### config.mk
export PLATFORM = sky130hd
export DESIGN_NAME = mdu_top
export DESIGN_NICKNAME = d
export VERILOG_FILES = /design/src/mdu_pkg.sv /design/src/mdu_mul_core.sv /design/src/mdu_div_core.sv /design/src/mdu_operand_prep.sv /design/src/mdu_ctrl.sv /design/src/mdu_result_fix.sv /design/src/mdu_top.sv
export VERILOG_INCLUDE_DIRS = /design/src /design/src/include
export SDC_FILE = /design/constraint.sdc
export NUM_CORES = 1
export LEC_CHECK = 0
export BUFFER_PORTS_ARGS = -buffer_cell sky130_fd_sc_hd__buf_4
export CAP_MARGIN = 20
export CORE_ASPECT_RATIO = 0.8
export CORE_MARGIN = 8
export CORE_UTILIZATION = 50
export CTS_CLUSTER_SIZE = 40
export DETAILED_ROUTE_END_ITERATION = 8
export GPL_TIMING_DRIVEN = 0
export PLACE_DENSITY = 0.78
export RECOVER_POWER = 25
export SETUP_SLACK_MARGIN = 0.5
export SYNTH_ARGS = -nofsm -noshare
export SYNTH_HDL_FRONTEND = slang
export SYNTH_SLANG_ARGS = --single-unit
### constraint.sdc
create_clock -name clk -period 5.9 [get_ports clk]
set_input_delay 0.885 -clock clk [delete_from_list [all_inputs] [get_ports clk]]
set_output_delay 0.885 -clock clk [all_outputs]
set_load 0.02 [all_outputs]
### src/include/mdu_consts.svh
`ifndef MDU_CONSTS_SVH
`define MDU_CONSTS_SVH

// datapath width
`define MDU_XLEN 32

// funct3 width
`define MDU_OP_W 3

// iteration counter, wide enough for XLEN
`define MDU_CNT_W 6

// quotient for a zero divisor
`define MDU_ALL_ONES {`MDU_XLEN{1'b1}}

// most negative integer
`define MDU_INT_MIN {1'b1, {(`MDU_XLEN-1){1'b0}}}

`endif

### src/mdu_pkg.sv
`include "mdu_consts.svh"

package mdu_pkg;

  // RISC-V M extension funct3 codes, msb set for divides
  typedef enum logic [`MDU_OP_W-1:0] {
    OP_MUL    = 3'b000,
    OP_MULH   = 3'b001,
    OP_MULHSU = 3'b010,
    OP_MULHU  = 3'b011,
    OP_DIV    = 3'b100,
    OP_DIVU   = 3'b101,
    OP_REM    = 3'b110,
    OP_REMU   = 3'b111
  } mdu_op_e;

  typedef enum logic [2:0] {
    IDLE = 3'd0,
    LOAD = 3'd1,
    RUN  = 3'd2,
    FIX  = 3'd3,
    DONE = 3'd4
  } mdu_state_e;

  typedef struct packed {
    mdu_op_e               op;
    logic [`MDU_XLEN-1:0]  rs1; // multiplicand / dividend
    logic [`MDU_XLEN-1:0]  rs2; // multiplier / divisor
  } mdu_req_t;

  typedef struct packed {
    logic [`MDU_XLEN-1:0]  mag_a;
    logic [`MDU_XLEN-1:0]  mag_b;
    logic                  neg_main; // negate product or quotient
    logic                  neg_rem;  // negate remainder
    logic                  is_div;
    logic                  div_by_zero;
    logic                  div_overflow;
  } mdu_operands_t;

endpackage

### src/mdu_mul_core.sv
`timescale 1ns/1ns
`include "mdu_consts.svh"

module mdu_mul_core (
  input  logic                   clk,
  input  logic                   load_i,
  input  logic                   step_i,
  input  logic [`MDU_XLEN-1:0]   mag_a_i,
  input  logic [`MDU_XLEN-1:0]   mag_b_i,
  output logic [2*`MDU_XLEN-1:0] product_o
);

  // upper half is the partial sum, lower half shifts the multiplier out
  logic [2*`MDU_XLEN-1:0] acc_q;
  logic [`MDU_XLEN:0]     sum;
  logic [`MDU_XLEN-1:0]   addend;

  assign addend = acc_q[0] ? mag_a_i : '0;
  assign sum    = {1'b0, acc_q[2*`MDU_XLEN-1:`MDU_XLEN]} + {1'b0, addend};

  always_ff @(posedge clk) begin
    if (load_i) begin
      acc_q <= {{`MDU_XLEN{1'b0}}, mag_b_i};
    end else if (step_i) begin
      acc_q <= {sum, acc_q[`MDU_XLEN-1:1]}; // carry shifts into the top
    end
  end

  assign product_o = acc_q;

endmodule

### src/mdu_div_core.sv
`timescale 1ns/1ns
`include "mdu_consts.svh"

module mdu_div_core (
  input  logic                 clk,
  input  logic                 load_i,
  input  logic                 step_i,
  input  logic [`MDU_XLEN-1:0] mag_a_i,
  input  logic [`MDU_XLEN-1:0] mag_b_i,
  output logic [`MDU_XLEN-1:0] quot_o,
  output logic [`MDU_XLEN-1:0] rem_o
);

  logic [`MDU_XLEN-1:0] rem_q;
  logic [`MDU_XLEN-1:0] quot_q;  // dividend bits out, quotient bits in
  logic [`MDU_XLEN:0]   shifted;
  logic [`MDU_XLEN:0]   trial;
  logic                 fits;

  assign shifted = {rem_q, quot_q[`MDU_XLEN-1]};
  assign trial   = shifted - {1'b0, mag_b_i};
  assign fits    = ~trial[`MDU_XLEN]; // no borrow

  always_ff @(posedge clk) begin
    if (load_i) begin
      rem_q  <= '0;
      quot_q <= mag_a_i;
    end else if (step_i) begin
      quot_q <= {quot_q[`MDU_XLEN-2:0], fits};
      if (fits) begin
        rem_q <= trial[`MDU_XLEN-1:0];
      end else begin
        rem_q <= shifted[`MDU_XLEN-1:0]; // restore
      end
    end
  end

  assign quot_o = quot_q;
  assign rem_o  = rem_q;

  // after the final step the unit sits in FIX with a settled remainder
  a_rem_below_divisor: assert property (
    @(posedge clk) (step_i ##1 (!step_i && mag_b_i != '0)) |-> (rem_q < mag_b_i)
  );

endmodule

### src/mdu_operand_prep.sv
`timescale 1ns/1ns
`include "mdu_consts.svh"

module mdu_operand_prep import mdu_pkg::*; (
  input  logic          clk,
  input  logic          rst_n,
  input  logic          start_i,
  input  mdu_req_t      req_i,
  output mdu_operands_t ops_o
);

  mdu_req_t req_q;
  logic     a_signed;
  logic     b_signed;
  logic     sign_a;
  logic     sign_b;
  logic     is_div;

  always_ff @(posedge clk) begin
    if (!rst_n) begin
      req_q <= '0;
    end else if (start_i) begin
      req_q <= req_i;
    end
  end

  // which operands the op treats as signed
  always_comb begin
    a_signed = 1'b0;
    b_signed = 1'b0;
    case (req_q.op)
      OP_MULH, OP_DIV, OP_REM: begin
        a_signed = 1'b1;
        b_signed = 1'b1;
      end
      OP_MULHSU: a_signed = 1'b1;
      default: ;
    endcase
  end

  assign is_div = req_q.op[`MDU_OP_W-1]; // funct3 msb
  assign sign_a = a_signed & req_q.rs1[`MDU_XLEN-1];
  assign sign_b = b_signed & req_q.rs2[`MDU_XLEN-1];

  always_comb begin
    ops_o.mag_a        = sign_a ? -req_q.rs1 : req_q.rs1;
    ops_o.mag_b        = sign_b ? -req_q.rs2 : req_q.rs2;
    ops_o.neg_main     = sign_a ^ sign_b;
    ops_o.neg_rem      = is_div & sign_a; // remainder follows dividend
    ops_o.is_div       = is_div;
    ops_o.div_by_zero  = is_div & (req_q.rs2 == '0);
    // only signed divides can overflow
    ops_o.div_overflow = is_div & b_signed & (req_q.rs1 == `MDU_INT_MIN) &
                         (req_q.rs2 == `MDU_ALL_ONES);
  end

endmodule

### src/mdu_ctrl.sv
`timescale 1ns/1ns
`include "mdu_consts.svh"

module mdu_ctrl import mdu_pkg::*; (
  input  logic          clk,
  input  logic          rst_n,
  input  logic          valid_i,
  input  mdu_operands_t ops_i,
  output logic          start_o,
  output logic          load_o,
  output logic          step_o,
  output logic          fix_en_o,
  output mdu_state_e    state_o,
  output logic          done_o
);

  localparam logic [`MDU_CNT_W-1:0] LAST_CNT = `MDU_XLEN - 1;

  mdu_state_e             state_q;
  mdu_state_e             state_d;
  logic [`MDU_CNT_W-1:0]  cnt_q;
  logic                   special;
  logic                   last_step;

  assign special   = ops_i.div_by_zero | ops_i.div_overflow;
  assign last_step = (cnt_q == LAST_CNT);

  always_ff @(posedge clk) begin
    if (!rst_n) begin
      state_q <= IDLE;
    end else begin
      state_q <= state_d;
    end
  end

  // iteration counter
  always_ff @(posedge clk) begin
    if (!rst_n) begin
      cnt_q <= '0;
    end else if (load_o) begin
      cnt_q <= '0;
    end else if (step_o) begin
      cnt_q <= cnt_q + 1'b1;
    end
  end

  always_comb begin
    state_d = state_q;
    case (state_q)
      IDLE: begin
        if (valid_i) begin
          state_d = LOAD;
        end
      end
      LOAD: begin
        if (special) begin
          state_d = FIX; // result is a fixed value
        end else begin
          state_d = RUN;
        end
      end
      RUN: begin
        if (last_step) begin
          state_d = FIX;
        end
      end
      FIX: state_d = DONE;
      DONE: state_d = IDLE;
      default: state_d = IDLE;
    endcase
  end

  assign start_o  = (state_q == IDLE) & valid_i; // requests while busy are dropped
  assign load_o   = (state_q == LOAD) & ~special;
  assign step_o   = (state_q == RUN);
  assign fix_en_o = (state_q == FIX);
  assign done_o   = (state_q == DONE);
  assign state_o  = state_q;

  a_done_pulse: assert property (
    @(posedge clk) disable iff (!rst_n) done_o |=> !done_o
  );

endmodule

### src/mdu_result_fix.sv
`timescale 1ns/1ns
`include "mdu_consts.svh"

module mdu_result_fix import mdu_pkg::*; (
  input  logic                   clk,
  input  logic                   rst_n,
  input  logic                   fix_en_i,
  input  mdu_operands_t          ops_i,
  input  mdu_op_e                op_i,
  input  mdu_state_e             state_i,
  input  logic [2*`MDU_XLEN-1:0] product_i,
  input  logic [`MDU_XLEN-1:0]   quot_i,
  input  logic [`MDU_XLEN-1:0]   rem_i,
  output logic [`MDU_XLEN-1:0]   result_o,
  output logic                   div_by_zero_o,
  output logic                   div_overflow_o
);

  mdu_op_e                op_q;
  logic [2*`MDU_XLEN-1:0] prod_fix;
  logic [`MDU_XLEN-1:0]   quot_fix;
  logic [`MDU_XLEN-1:0]   rem_fix;
  logic [`MDU_XLEN-1:0]   rs1_back; // rs1 rebuilt from its magnitude
  logic [`MDU_XLEN-1:0]   result_d;

  function automatic logic [`MDU_XLEN-1:0] cond_neg(input logic neg,
                                                     input logic [`MDU_XLEN-1:0] val);
    return neg ? -val : val;
  endfunction

  // last idle cycle is the accepting one
  always_ff @(posedge clk) begin
    if (state_i == IDLE) begin
      op_q <= op_i;
    end
  end

  assign prod_fix = ops_i.neg_main ? -product_i : product_i;
  assign quot_fix = cond_neg(ops_i.neg_main, quot_i);
  assign rem_fix  = cond_neg(ops_i.neg_rem, rem_i);
  assign rs1_back = cond_neg(ops_i.neg_rem, ops_i.mag_a);

  always_comb begin
    if (!ops_i.is_div) begin
      if (op_q == OP_MUL) begin
        result_d = prod_fix[`MDU_XLEN-1:0];
      end else begin
        result_d = prod_fix[2*`MDU_XLEN-1:`MDU_XLEN];
      end
    end else if (op_q == OP_DIV || op_q == OP_DIVU) begin
      if (ops_i.div_by_zero) begin
        result_d = `MDU_ALL_ONES;
      end else if (ops_i.div_overflow) begin
        result_d = `MDU_INT_MIN;
      end else begin
        result_d = quot_fix;
      end
    end else begin
      if (ops_i.div_by_zero) begin
        result_d = rs1_back;
      end else if (ops_i.div_overflow) begin
        result_d = '0;
      end else begin
        result_d = rem_fix;
      end
    end
  end

  always_ff @(posedge clk) begin
    if (!rst_n) begin
      result_o       <= '0;
      div_by_zero_o  <= 1'b0;
      div_overflow_o <= 1'b0;
    end else if (fix_en_i) begin
      result_o       <= result_d;
      div_by_zero_o  <= ops_i.div_by_zero;
      div_overflow_o <= ops_i.div_overflow;
    end
  end

  a_flags_exclusive: assert property (
    @(posedge clk) disable iff (!rst_n) !(div_by_zero_o && div_overflow_o)
  );

  a_fix_in_state: assert property (
    @(posedge clk) disable iff (!rst_n) fix_en_i |-> (state_i == FIX)
  );

endmodule

### src/mdu_top.sv
`timescale 1ns/1ns
`include "mdu_consts.svh"

module mdu_top import mdu_pkg::*; (
  input  logic                 clk,
  input  logic                 rst_n,
  input  logic                 valid_i,
  input  mdu_req_t             req_i,
  output logic [`MDU_XLEN-1:0] result_o,
  output logic                 done_o,
  output logic                 div_by_zero_o,
  output logic                 div_overflow_o
);

  logic                   start;
  logic                   load;
  logic                   step;
  logic                   fix_en;
  mdu_state_e             state;
  mdu_operands_t          ops;
  logic [2*`MDU_XLEN-1:0] product;
  logic [`MDU_XLEN-1:0]   quot;
  logic [`MDU_XLEN-1:0]   rem;

  mdu_operand_prep prep0 (
    .clk     (clk),
    .rst_n   (rst_n),
    .start_i (start),
    .req_i   (req_i),
    .ops_o   (ops)
  );

  mdu_ctrl ctrl0 (
    .clk      (clk),
    .rst_n    (rst_n),
    .valid_i  (valid_i),
    .ops_i    (ops),
    .start_o  (start),
    .load_o   (load),
    .step_o   (step),
    .fix_en_o (fix_en),
    .state_o  (state),
    .done_o   (done_o)
  );

  mdu_mul_core mul0 (
    .clk       (clk),
    .load_i    (load),
    .step_i    (step),
    .mag_a_i   (ops.mag_a),
    .mag_b_i   (ops.mag_b),
    .product_o (product)
  );

  mdu_div_core div0 (
    .clk     (clk),
    .load_i  (load),
    .step_i  (step),
    .mag_a_i (ops.mag_a),
    .mag_b_i (ops.mag_b),
    .quot_o  (quot),
    .rem_o   (rem)
  );

  // op is sampled inside while idle
  mdu_result_fix fix0 (
    .clk            (clk),
    .rst_n          (rst_n),
    .fix_en_i       (fix_en),
    .ops_i          (ops),
    .op_i           (req_i.op),
    .state_i        (state),
    .product_i      (product),
    .quot_i         (quot),
    .rem_i          (rem),
    .result_o       (result_o),
    .div_by_zero_o  (div_by_zero_o),
    .div_overflow_o (div_overflow_o)
  );

endmodule

==> summary.txt, run 1 <==
Status
  – Status: finished, final reports clean

Finish
  – Layout Utilization: 58.2%
  – P&R area growth vs syn: 15.6%
  – Layout cells sized above 1: 9.84%
  – Fillers: 3552
  – Nets: 2849

Timing
  – Final Hold Viols: 0
  – Peak Freq: 0.186 GHz
  – Fin Setup TNS: 0 ns
  – Slew headroom: 5.32%
  – Pins over their slew limit: 0
  – Clk_skew: 0.00998 ns
  – Tightest Pin Transition: 1.42 ns
  – Crit path time final: 5.38 ns
  – Fin crit share: 91.1%
  – Setup-failing EPs final: 0
  – Final Worst Setup Slack: 0.524 ns
  – RSZ-0062 raised after global routing: true

Global routing
  – Met2 Use GR: 51.7%
  – Initial antenna violation count: 4
  – Gr busiest metal: met1
  – Largest net degree at the start of global routing: 35
  – Grt met3 use: 9.98%
  – Global-route wire length before repair: 123000 microns
  – GR Layer Usage met1: 54.2%
  – Total track usage: 36.9%
  – GR Overflow Total: 0
  – Vias in the first global route: 19100

Worst setup path
  – CP delay by family, top: simple AND/OR/NAND/NOR gates
  – Internal reg-to-reg setup slack: 0.52 ns
  – CP peak stage delay: 0.82 ns
  – Bufs and invs on worst path: 4
  – Crit. End Element: register
  – Required time of the critical path: 6.21 ns
  – Slowest cell on the critical path: nor4_1
  – Critical Path AT: 5.69 ns
  – Worst Setup Path Type: reg -> reg
  – Crit path cell chain: ha_1, nand4_1, nor4_1, nand3_1, nor3_1, buf_2, nor2_1, nand4_1, clkbuf_1, clkbuf_2, clkbuf_1, o21ai_0
  – Largest fanout on the critical path: 10
  – Critical Path Source Type: register

Clock tree
  – Worst skew pair latency: 0.59 ns
  – Clk slew on worst S/H paths: 0.06 ns
  – H-tree depth: 1
  – CTS tree: done
  – Root Driver: clkbuf_16
  – Clk buf depth: 3
  – Hold Buf Count CTS: 0
  – CTS Buf Count: 28
  – Clock Sinks: 241

Route
  – DR vias/cell: 6.51
  – ANT nets after route: 0
  – DR pass1 iterations: 6
  – Vias: 21100
  – Wire per inst: 26.4 microns
  – Post-Route WL: 85600 microns
  – # DRC: 0
  – DR iter-0 viols: 2749

Placement
  – Placer Congestion: 1.04
  – Dpl ws: -1.34 ns
  – DP HPWL: 67600 microns
  – Input/output buffers: 104

Synthesis
  – FFs w/ async S/R, synth: 0%
  – Post-synthesis area per instance: 7.48 sq um
  – Ys flop type: dfxtp_1
  – FF+latch count, synth: 241
  – Syn. warnings: 0
  – Sequential area share after synthesis: 28.8%
  – Synth Instances: 2554
  – Mapped cell area: 0.0191 sq mm
  – Post-synthesis cell type count: 92
  – Synth Net Count: 2682
  – Post-synth EDFFs: 67

Power and ir drop
  – Peak VDD IR: 0.363 mV
  – P_leak: 8.04 nW
  – PwrDens: 415 mW/mm^2
  – Total power draw: 9.16 mW

Die
  – Std cell rows: 64
  – Total die area: 0.0448 sq mm
  – Ports: 105
  – Die span in y: 191 microns
  – Initial core utilization: 50.3%
  – Core ar.: 0.0380 sq mm
  – Die span in x: 235 microns

Job
  – Maxcap violations: 0

Hold path
  – Min-Delay Path Class: reg -> reg
sequential cells by signal, summed over array words and instances, names as in the netlist:
signal	cells
fix0.op_q	3
ctrl0.cnt_q	6
prep0.req_q	66
fix0.result_o	32
fix0.div_by_zero_o	1
div0.quot_o	32
mul0.product_o	64
ctrl0.state_o	3
fix0.div_overflow_o	1
prep0.ops_o	1
div0.rem_o	32
cells in the mapped netlist, types with 15 or more instances:
master	instances	area [sq um]
inv_1	53	199
nand3_1	68	340
a311oi_1	17	149
and3_1	18	113
or3_1	35	219
nor4_1	33	206
clkbuf_1	154	578
mux2i_1	15	150
o21ai_0	231	1160
a31oi_1	29	181
nand4_1	23	144
nor2_1	241	905
dfxtp_1	174	3480
a21oi_1	225	1130
a21o_1	17	128
or4_1	22	165
or2_2	16	100
xor2_1	106	928
xnor2_1	171	1500
a22oi_1	16	120
and2_1	17	106
edfxtp_1	67	2010
o31ai_1	46	345
a211oi_1	36	270
nor3_1	73	365
nand2b_1	17	106
ha_1	56	701
nand2_1	355	1330
path summary, 6_finish.rpt:
kind	from	endpoint	depth (start not counted)
max	prep0.req_q[0]	mul0.product_o[2]	12
min	fix0.result_o[16]	fix0.result_o[16]	2
max reg2reg	prep0.req_q[0]	mul0.product_o[2]	12
min reg2reg	fix0.result_o[16]	fix0.result_o[16]	2
cells in the final DEF (no fill, tap or decap), types with 11 or more instances in the layout:
cell and instances:
nand2_1 354, nor2_1 238, o21ai_0 227, a21oi_1 222, clkbuf_1 187, dfxtp_1 170, xnor2_1 162, buf_4 96
xor2_1 95, nor3_1 69, edfxtp_1 67, nand3_1 66, ha_1 54, inv_1 52, o31ai_1 44, a211oi_1 36
or3_1 35, nor4_1 29, a31oi_1 29, clkbuf_16 29, nand4_1 23, or4_1 22, and3_1 18, nand2b_1 17
a311oi_1 17, a21o_1 17, and2_1 16, or2_2 16, a22oi_1 16, xor2_2 13, o41ai_1 13, mux2i_1 13
o21a_1 12, o21ai_1 12, o211ai_1 11
stage by stage:
step,std cells,instance area [sq um],hold slack (ns)
5_1_grt,3238,22100,0.513
6_report,3239,22100,0.474
2_1_floorplan,2554,19100,0.454
4_1_cts,3223,21900,0.468
3_3_place_gp,3153,20500,0.457
3_5_place_dp,3156,20500,0.456
logic make-up (layout without fill, tap and decap cells):
family | after synthesis | count (layout) | synth area share, %
muxes | 17 | 17 | 0.923
xor gates and xnor gates | 284 | 284 | 13.5
adders and majority gates | 72 | 72 | 4.63
DFF | 241 | 241 | 28.8
AOI/OAI and AO/OA | 749 | 749 | 24.2
and+or+nand+nor | 959 | 959 | 23.2
buffers and inverters | 232 | 421 | 4.79
other | 0 | 1 | 0
layout make-up:
| cell class | instances | area (sq um) | share of cell area [%] |
|---|---|---|---|
| inverters | 53 | 199 | 0.901 |
| flip-flops and latches | 241 | 5500 | 24.9 |
| clock buffers | 38 | 810 | 3.66 |
| multi-input cells | 2081 | 13100 | 59.2 |
| clock inverters | 14 | 170 | 0.770 |
| well taps | 495 | 619 | 2.80 |
| repair buffers | 137 | 906 | 4.10 |
| diodes | 1 | 2.50 | 0.0113 |
| plain buffers | 179 | 811 | 3.67 |
worst register-to-register path, delay by kind of cell (launching register included):
kind,cells,cell delay [ns]
compound gates,1,0.19
fa+ha+maj,1,0.37
buf+inv,4,1.90
flops,1,0.54
simple gates,6,2.11
what timing repair did:
item	4_1_cts	5_1_grt
pin swaps	7	14
resized for setup	62	49
hold endpoints to repair	0	0
buffers inserted	15	12
setup endpoints to repair	64	134
layer usage:
metal  share of wire (%)  up-vias  wire, microns
met5                   0        -              0
met4                 3.2        0           2700
met3                  13      153          11500
met2                  40     1328          34400
met1                  43    10100          36900
li1                    -     9495              -
power by group:
part / switching [mW] / internal [mW]
registers: 0.354 / 1.96
logic: 3.07 / 1.88
clock network: 0.794 / 1.10
total: 4.22 / 4.94
Power figures use the tool's default switching activity.
==> inputs of run 2 (changes only) <==
Settings changed: PLACE_DENSITY 0.78 to 0.7.
==> run 2 against run 1 <==
Die area unchanged. Core utilization down 0.059 points. Clock power down 3%. Setup slack better by 0.077 ns. Largest cell class unchanged. Non-clock buffer count up 2. Combinational power up 0.8%.
==> summary.txt, run 2 (same netlist as run 1, synthesis figures left out) <==
Power and ir drop
  – Peak VDD IR: 0.343 mV
  – Psw: 4.18 mW
  – PwrDens: 414 mW/mm^2
  – Sw Share: 45.7%
  – Clock power frac: 20.2%
  – P_leak: 8.04 nW
  – Internal Power: 4.96 mW
  – Comb pwr share: 54.6%
  – Total power draw: 9.14 mW
  – Power share of the sequential group: 25.2%

Clock tree
  – Clk slew on worst S/H paths: 0.06 ns
  – CTS Buf Count: 29
  – Root Driver: clkbuf_16
  – CTS tree: done
  – Clk buf depth: 3
  – Clock Sinks: 241
  – H-tree depth: 1
  – Worst skew pair latency: 0.58 ns

Worst setup path
  – Critical Path Source Type: register
  – Required time of the critical path: 6.37 ns
  – Critical Path AT: 5.77 ns
  – Crit. End Element: register
  – Largest fanout on the critical path: 10
  – Worst Setup SP: prep0.ops_o[2]
  – Crit path cell chain: clkbuf_8, or2_2, nand3_2, buf_6, buf_8, nor2_1, xnor2_2, ha_4, a211o_1, o211ai_1, a21oi_2, o32a_1, maj3_1, maj3_2, o211a_4, o211ai_1, a31oi_2, and2_1, buf_6, buf_12, and3_1, mux2i_1, nand2_1
  – Worst Setup Path Type: reg -> reg
  – CP peak stage delay: 0.38 ns
  – Reg-to-Reg Start: prep0.ops_o[2]
  – Slowest cell on the critical path: maj3_2
  – CP delay by family, top: compound AO/OA/AOI/OAI gates
  – Bufs and invs on worst path: 5

Timing
  – Final Hold Viols: 0
  – Pins over their slew limit: 0
  – Tightest Pin Transition: 1.20 ns
  – Clk_skew: 0.0141 ns
  – Fin crit share: 89.8%
  – Crit path time final: 5.30 ns
  – RSZ-0062 raised after global routing: true
  – Slew headroom: 19.1%
  – Setup-failing EPs final: 0
  – Peak Freq: 0.189 GHz

Die
  – Total die area: 0.0448 sq mm
  – Die span in y: 191 microns
  – Std cell rows: 64
  – Die span in x: 235 microns
  – Ports: 105
  – Core ar.: 0.0380 sq mm
  – Initial core utilization: 50.3%

Route
  – DR pass1 iterations: 6
  – Vias: 20900
  – ANT nets after route: 0
  – # DRC: 0
  – DR iter-0 viols: 2777
  – Post-Route WL: 83400 microns
  – DR vias/cell: 6.44
  – Wire per inst: 25.7 microns

Global routing
  – Vias in the first global route: 19100
  – GR Overflow Total: 0
  – Largest net degree at the start of global routing: 41
  – Total track usage: 35.9%
  – Initial antenna violation count: 2
  – Global-route wire length before repair: 121000 microns

Finish
  – Layout Utilization: 58.1%
  – Layout cells sized above 1: 9.76%
  – Max reg flops: 66
  – Commonest non-fill, non-tap cell in the layout: nand2_1
  – Most frequent cells in the layout: nand2_1, nor2_1, o21ai_0
  – Reg with most FFs: prep0.req_q
  – P&R area growth vs syn: 15.5%
  – N_diodes: 0
  – Nets: 2852

Hold path
  – Min-delay src: fix0.result_o[16]
  – Min-Delay Path Class: reg -> reg

Status
  – Status: finished, final reports clean

Placement
  – Input/output buffers: 104
  – DP HPWL: 65900 microns
  – Placer Congestion: 1.06

Job
  – Maxcap violations: 0
run 2: cell count changes in the layout (fill, tap and decap cells not counted), moves of 2 or more:
cell,before,now
nor2_1,238,240
clkbuf_2,5,3
clkbuf_8,6,8
xor2_1,95,98
nor4_1,29,27
clkbuf_1,187,194
nor4_4,2,0
bufinv_16,3,1
clkinv_1,2,0
nor4_2,2,6
nor2_2,3,1
clkbuf_16,29,31
xor2_2,13,10
run 2: worst register-to-register path: stages, from the launching register on:
cell and delay, ns:
dfxtp_1 0.34, clkbuf_8 0.19, or2_2 0.35, nand3_2 0.12, buf_6 0.14, buf_8 0.16, nor2_1 0.08, xnor2_2 0.27
ha_4 0.26, a211o_1 0.29, o211ai_1 0.14, a21oi_2 0.12, o32a_1 0.34, maj3_1 0.35, maj3_2 0.38, o211a_4 0.29
o211ai_1 0.33, a31oi_2 0.17, and2_1 0.18, buf_6 0.14, buf_12 0.15, and3_1 0.16, mux2i_1 0.16, nand2_1 0.07
run 2: worst paths after layout:
path         depth (start not counted)  slack (ns)                end
max                                 23        0.60     div0.rem_o[28]
max reg2reg                         23        0.60     div0.rem_o[28]
min reg2reg                          2        0.48  fix0.result_o[16]
min                                  2        0.48  fix0.result_o[16]
run 2: cell type report:
type	count	area, sq um
clock inverter	7	71.3
sequential	241	5500
buffer	179	816
tap	495	619
inverter	53	199
timing repair buffer	139	928
fill	3568	15900
multi-input combinational	2081	13100
clock buffer	45	878
run 2: what timing repair did:
item,in CTS,in global routing
resized for setup,63,47
hold buffers,0,0
setup endpoints to repair,147,122
setup buffers,5,23
pin swaps,5,20
run 2: power by group through the flow:
stage	Sequential [mW]	Clock [mW]	Combinational [mW]
final	2.31	1.84	4.99
after global routing	2.32	1.90	5.32
after CTS	2.28	1.84	4.63
after detailed placement	2.31	0	4.49
after global placement	2.30	0	4.38
after floorplan	2.19	0	3.25
run 2: layer usage:
| layer | global-route usage, % | up-vias | wire length, microns |
|---|---|---|---|
| li1 | - | 9487 | - |
| met1 | 52.0 | 9950 | 36200 |
| met2 | 49.9 | 1233 | 32800 |
| met3 | 9.99 | 180 | 11000 |
| met4 | 12.9 | 2 | 3400 |
| met5 | 0 | - | 12 |
run 2: stage by stage:
| stage | hold WS (ns) | setup WS (ns) | area [sq um] | std cells | setup TNS [ns] |
|---|---|---|---|---|---|
| floorplan | 0.454 | 0.534 | 19100 | 2554 | 0 |
| global placement | 0.462 | -1.31 | 20500 | 3153 | -101.53 |
| detailed placement | 0.471 | -1.17 | 20600 | 3157 | -44.91 |
| CTS | 0.479 | 0.504 | 21800 | 3214 | 0 |
| global route | 0.493 | 0.410 | 22100 | 3240 | 0 |
| finish | 0.483 | 0.601 | 22100 | 3240 | 0 |
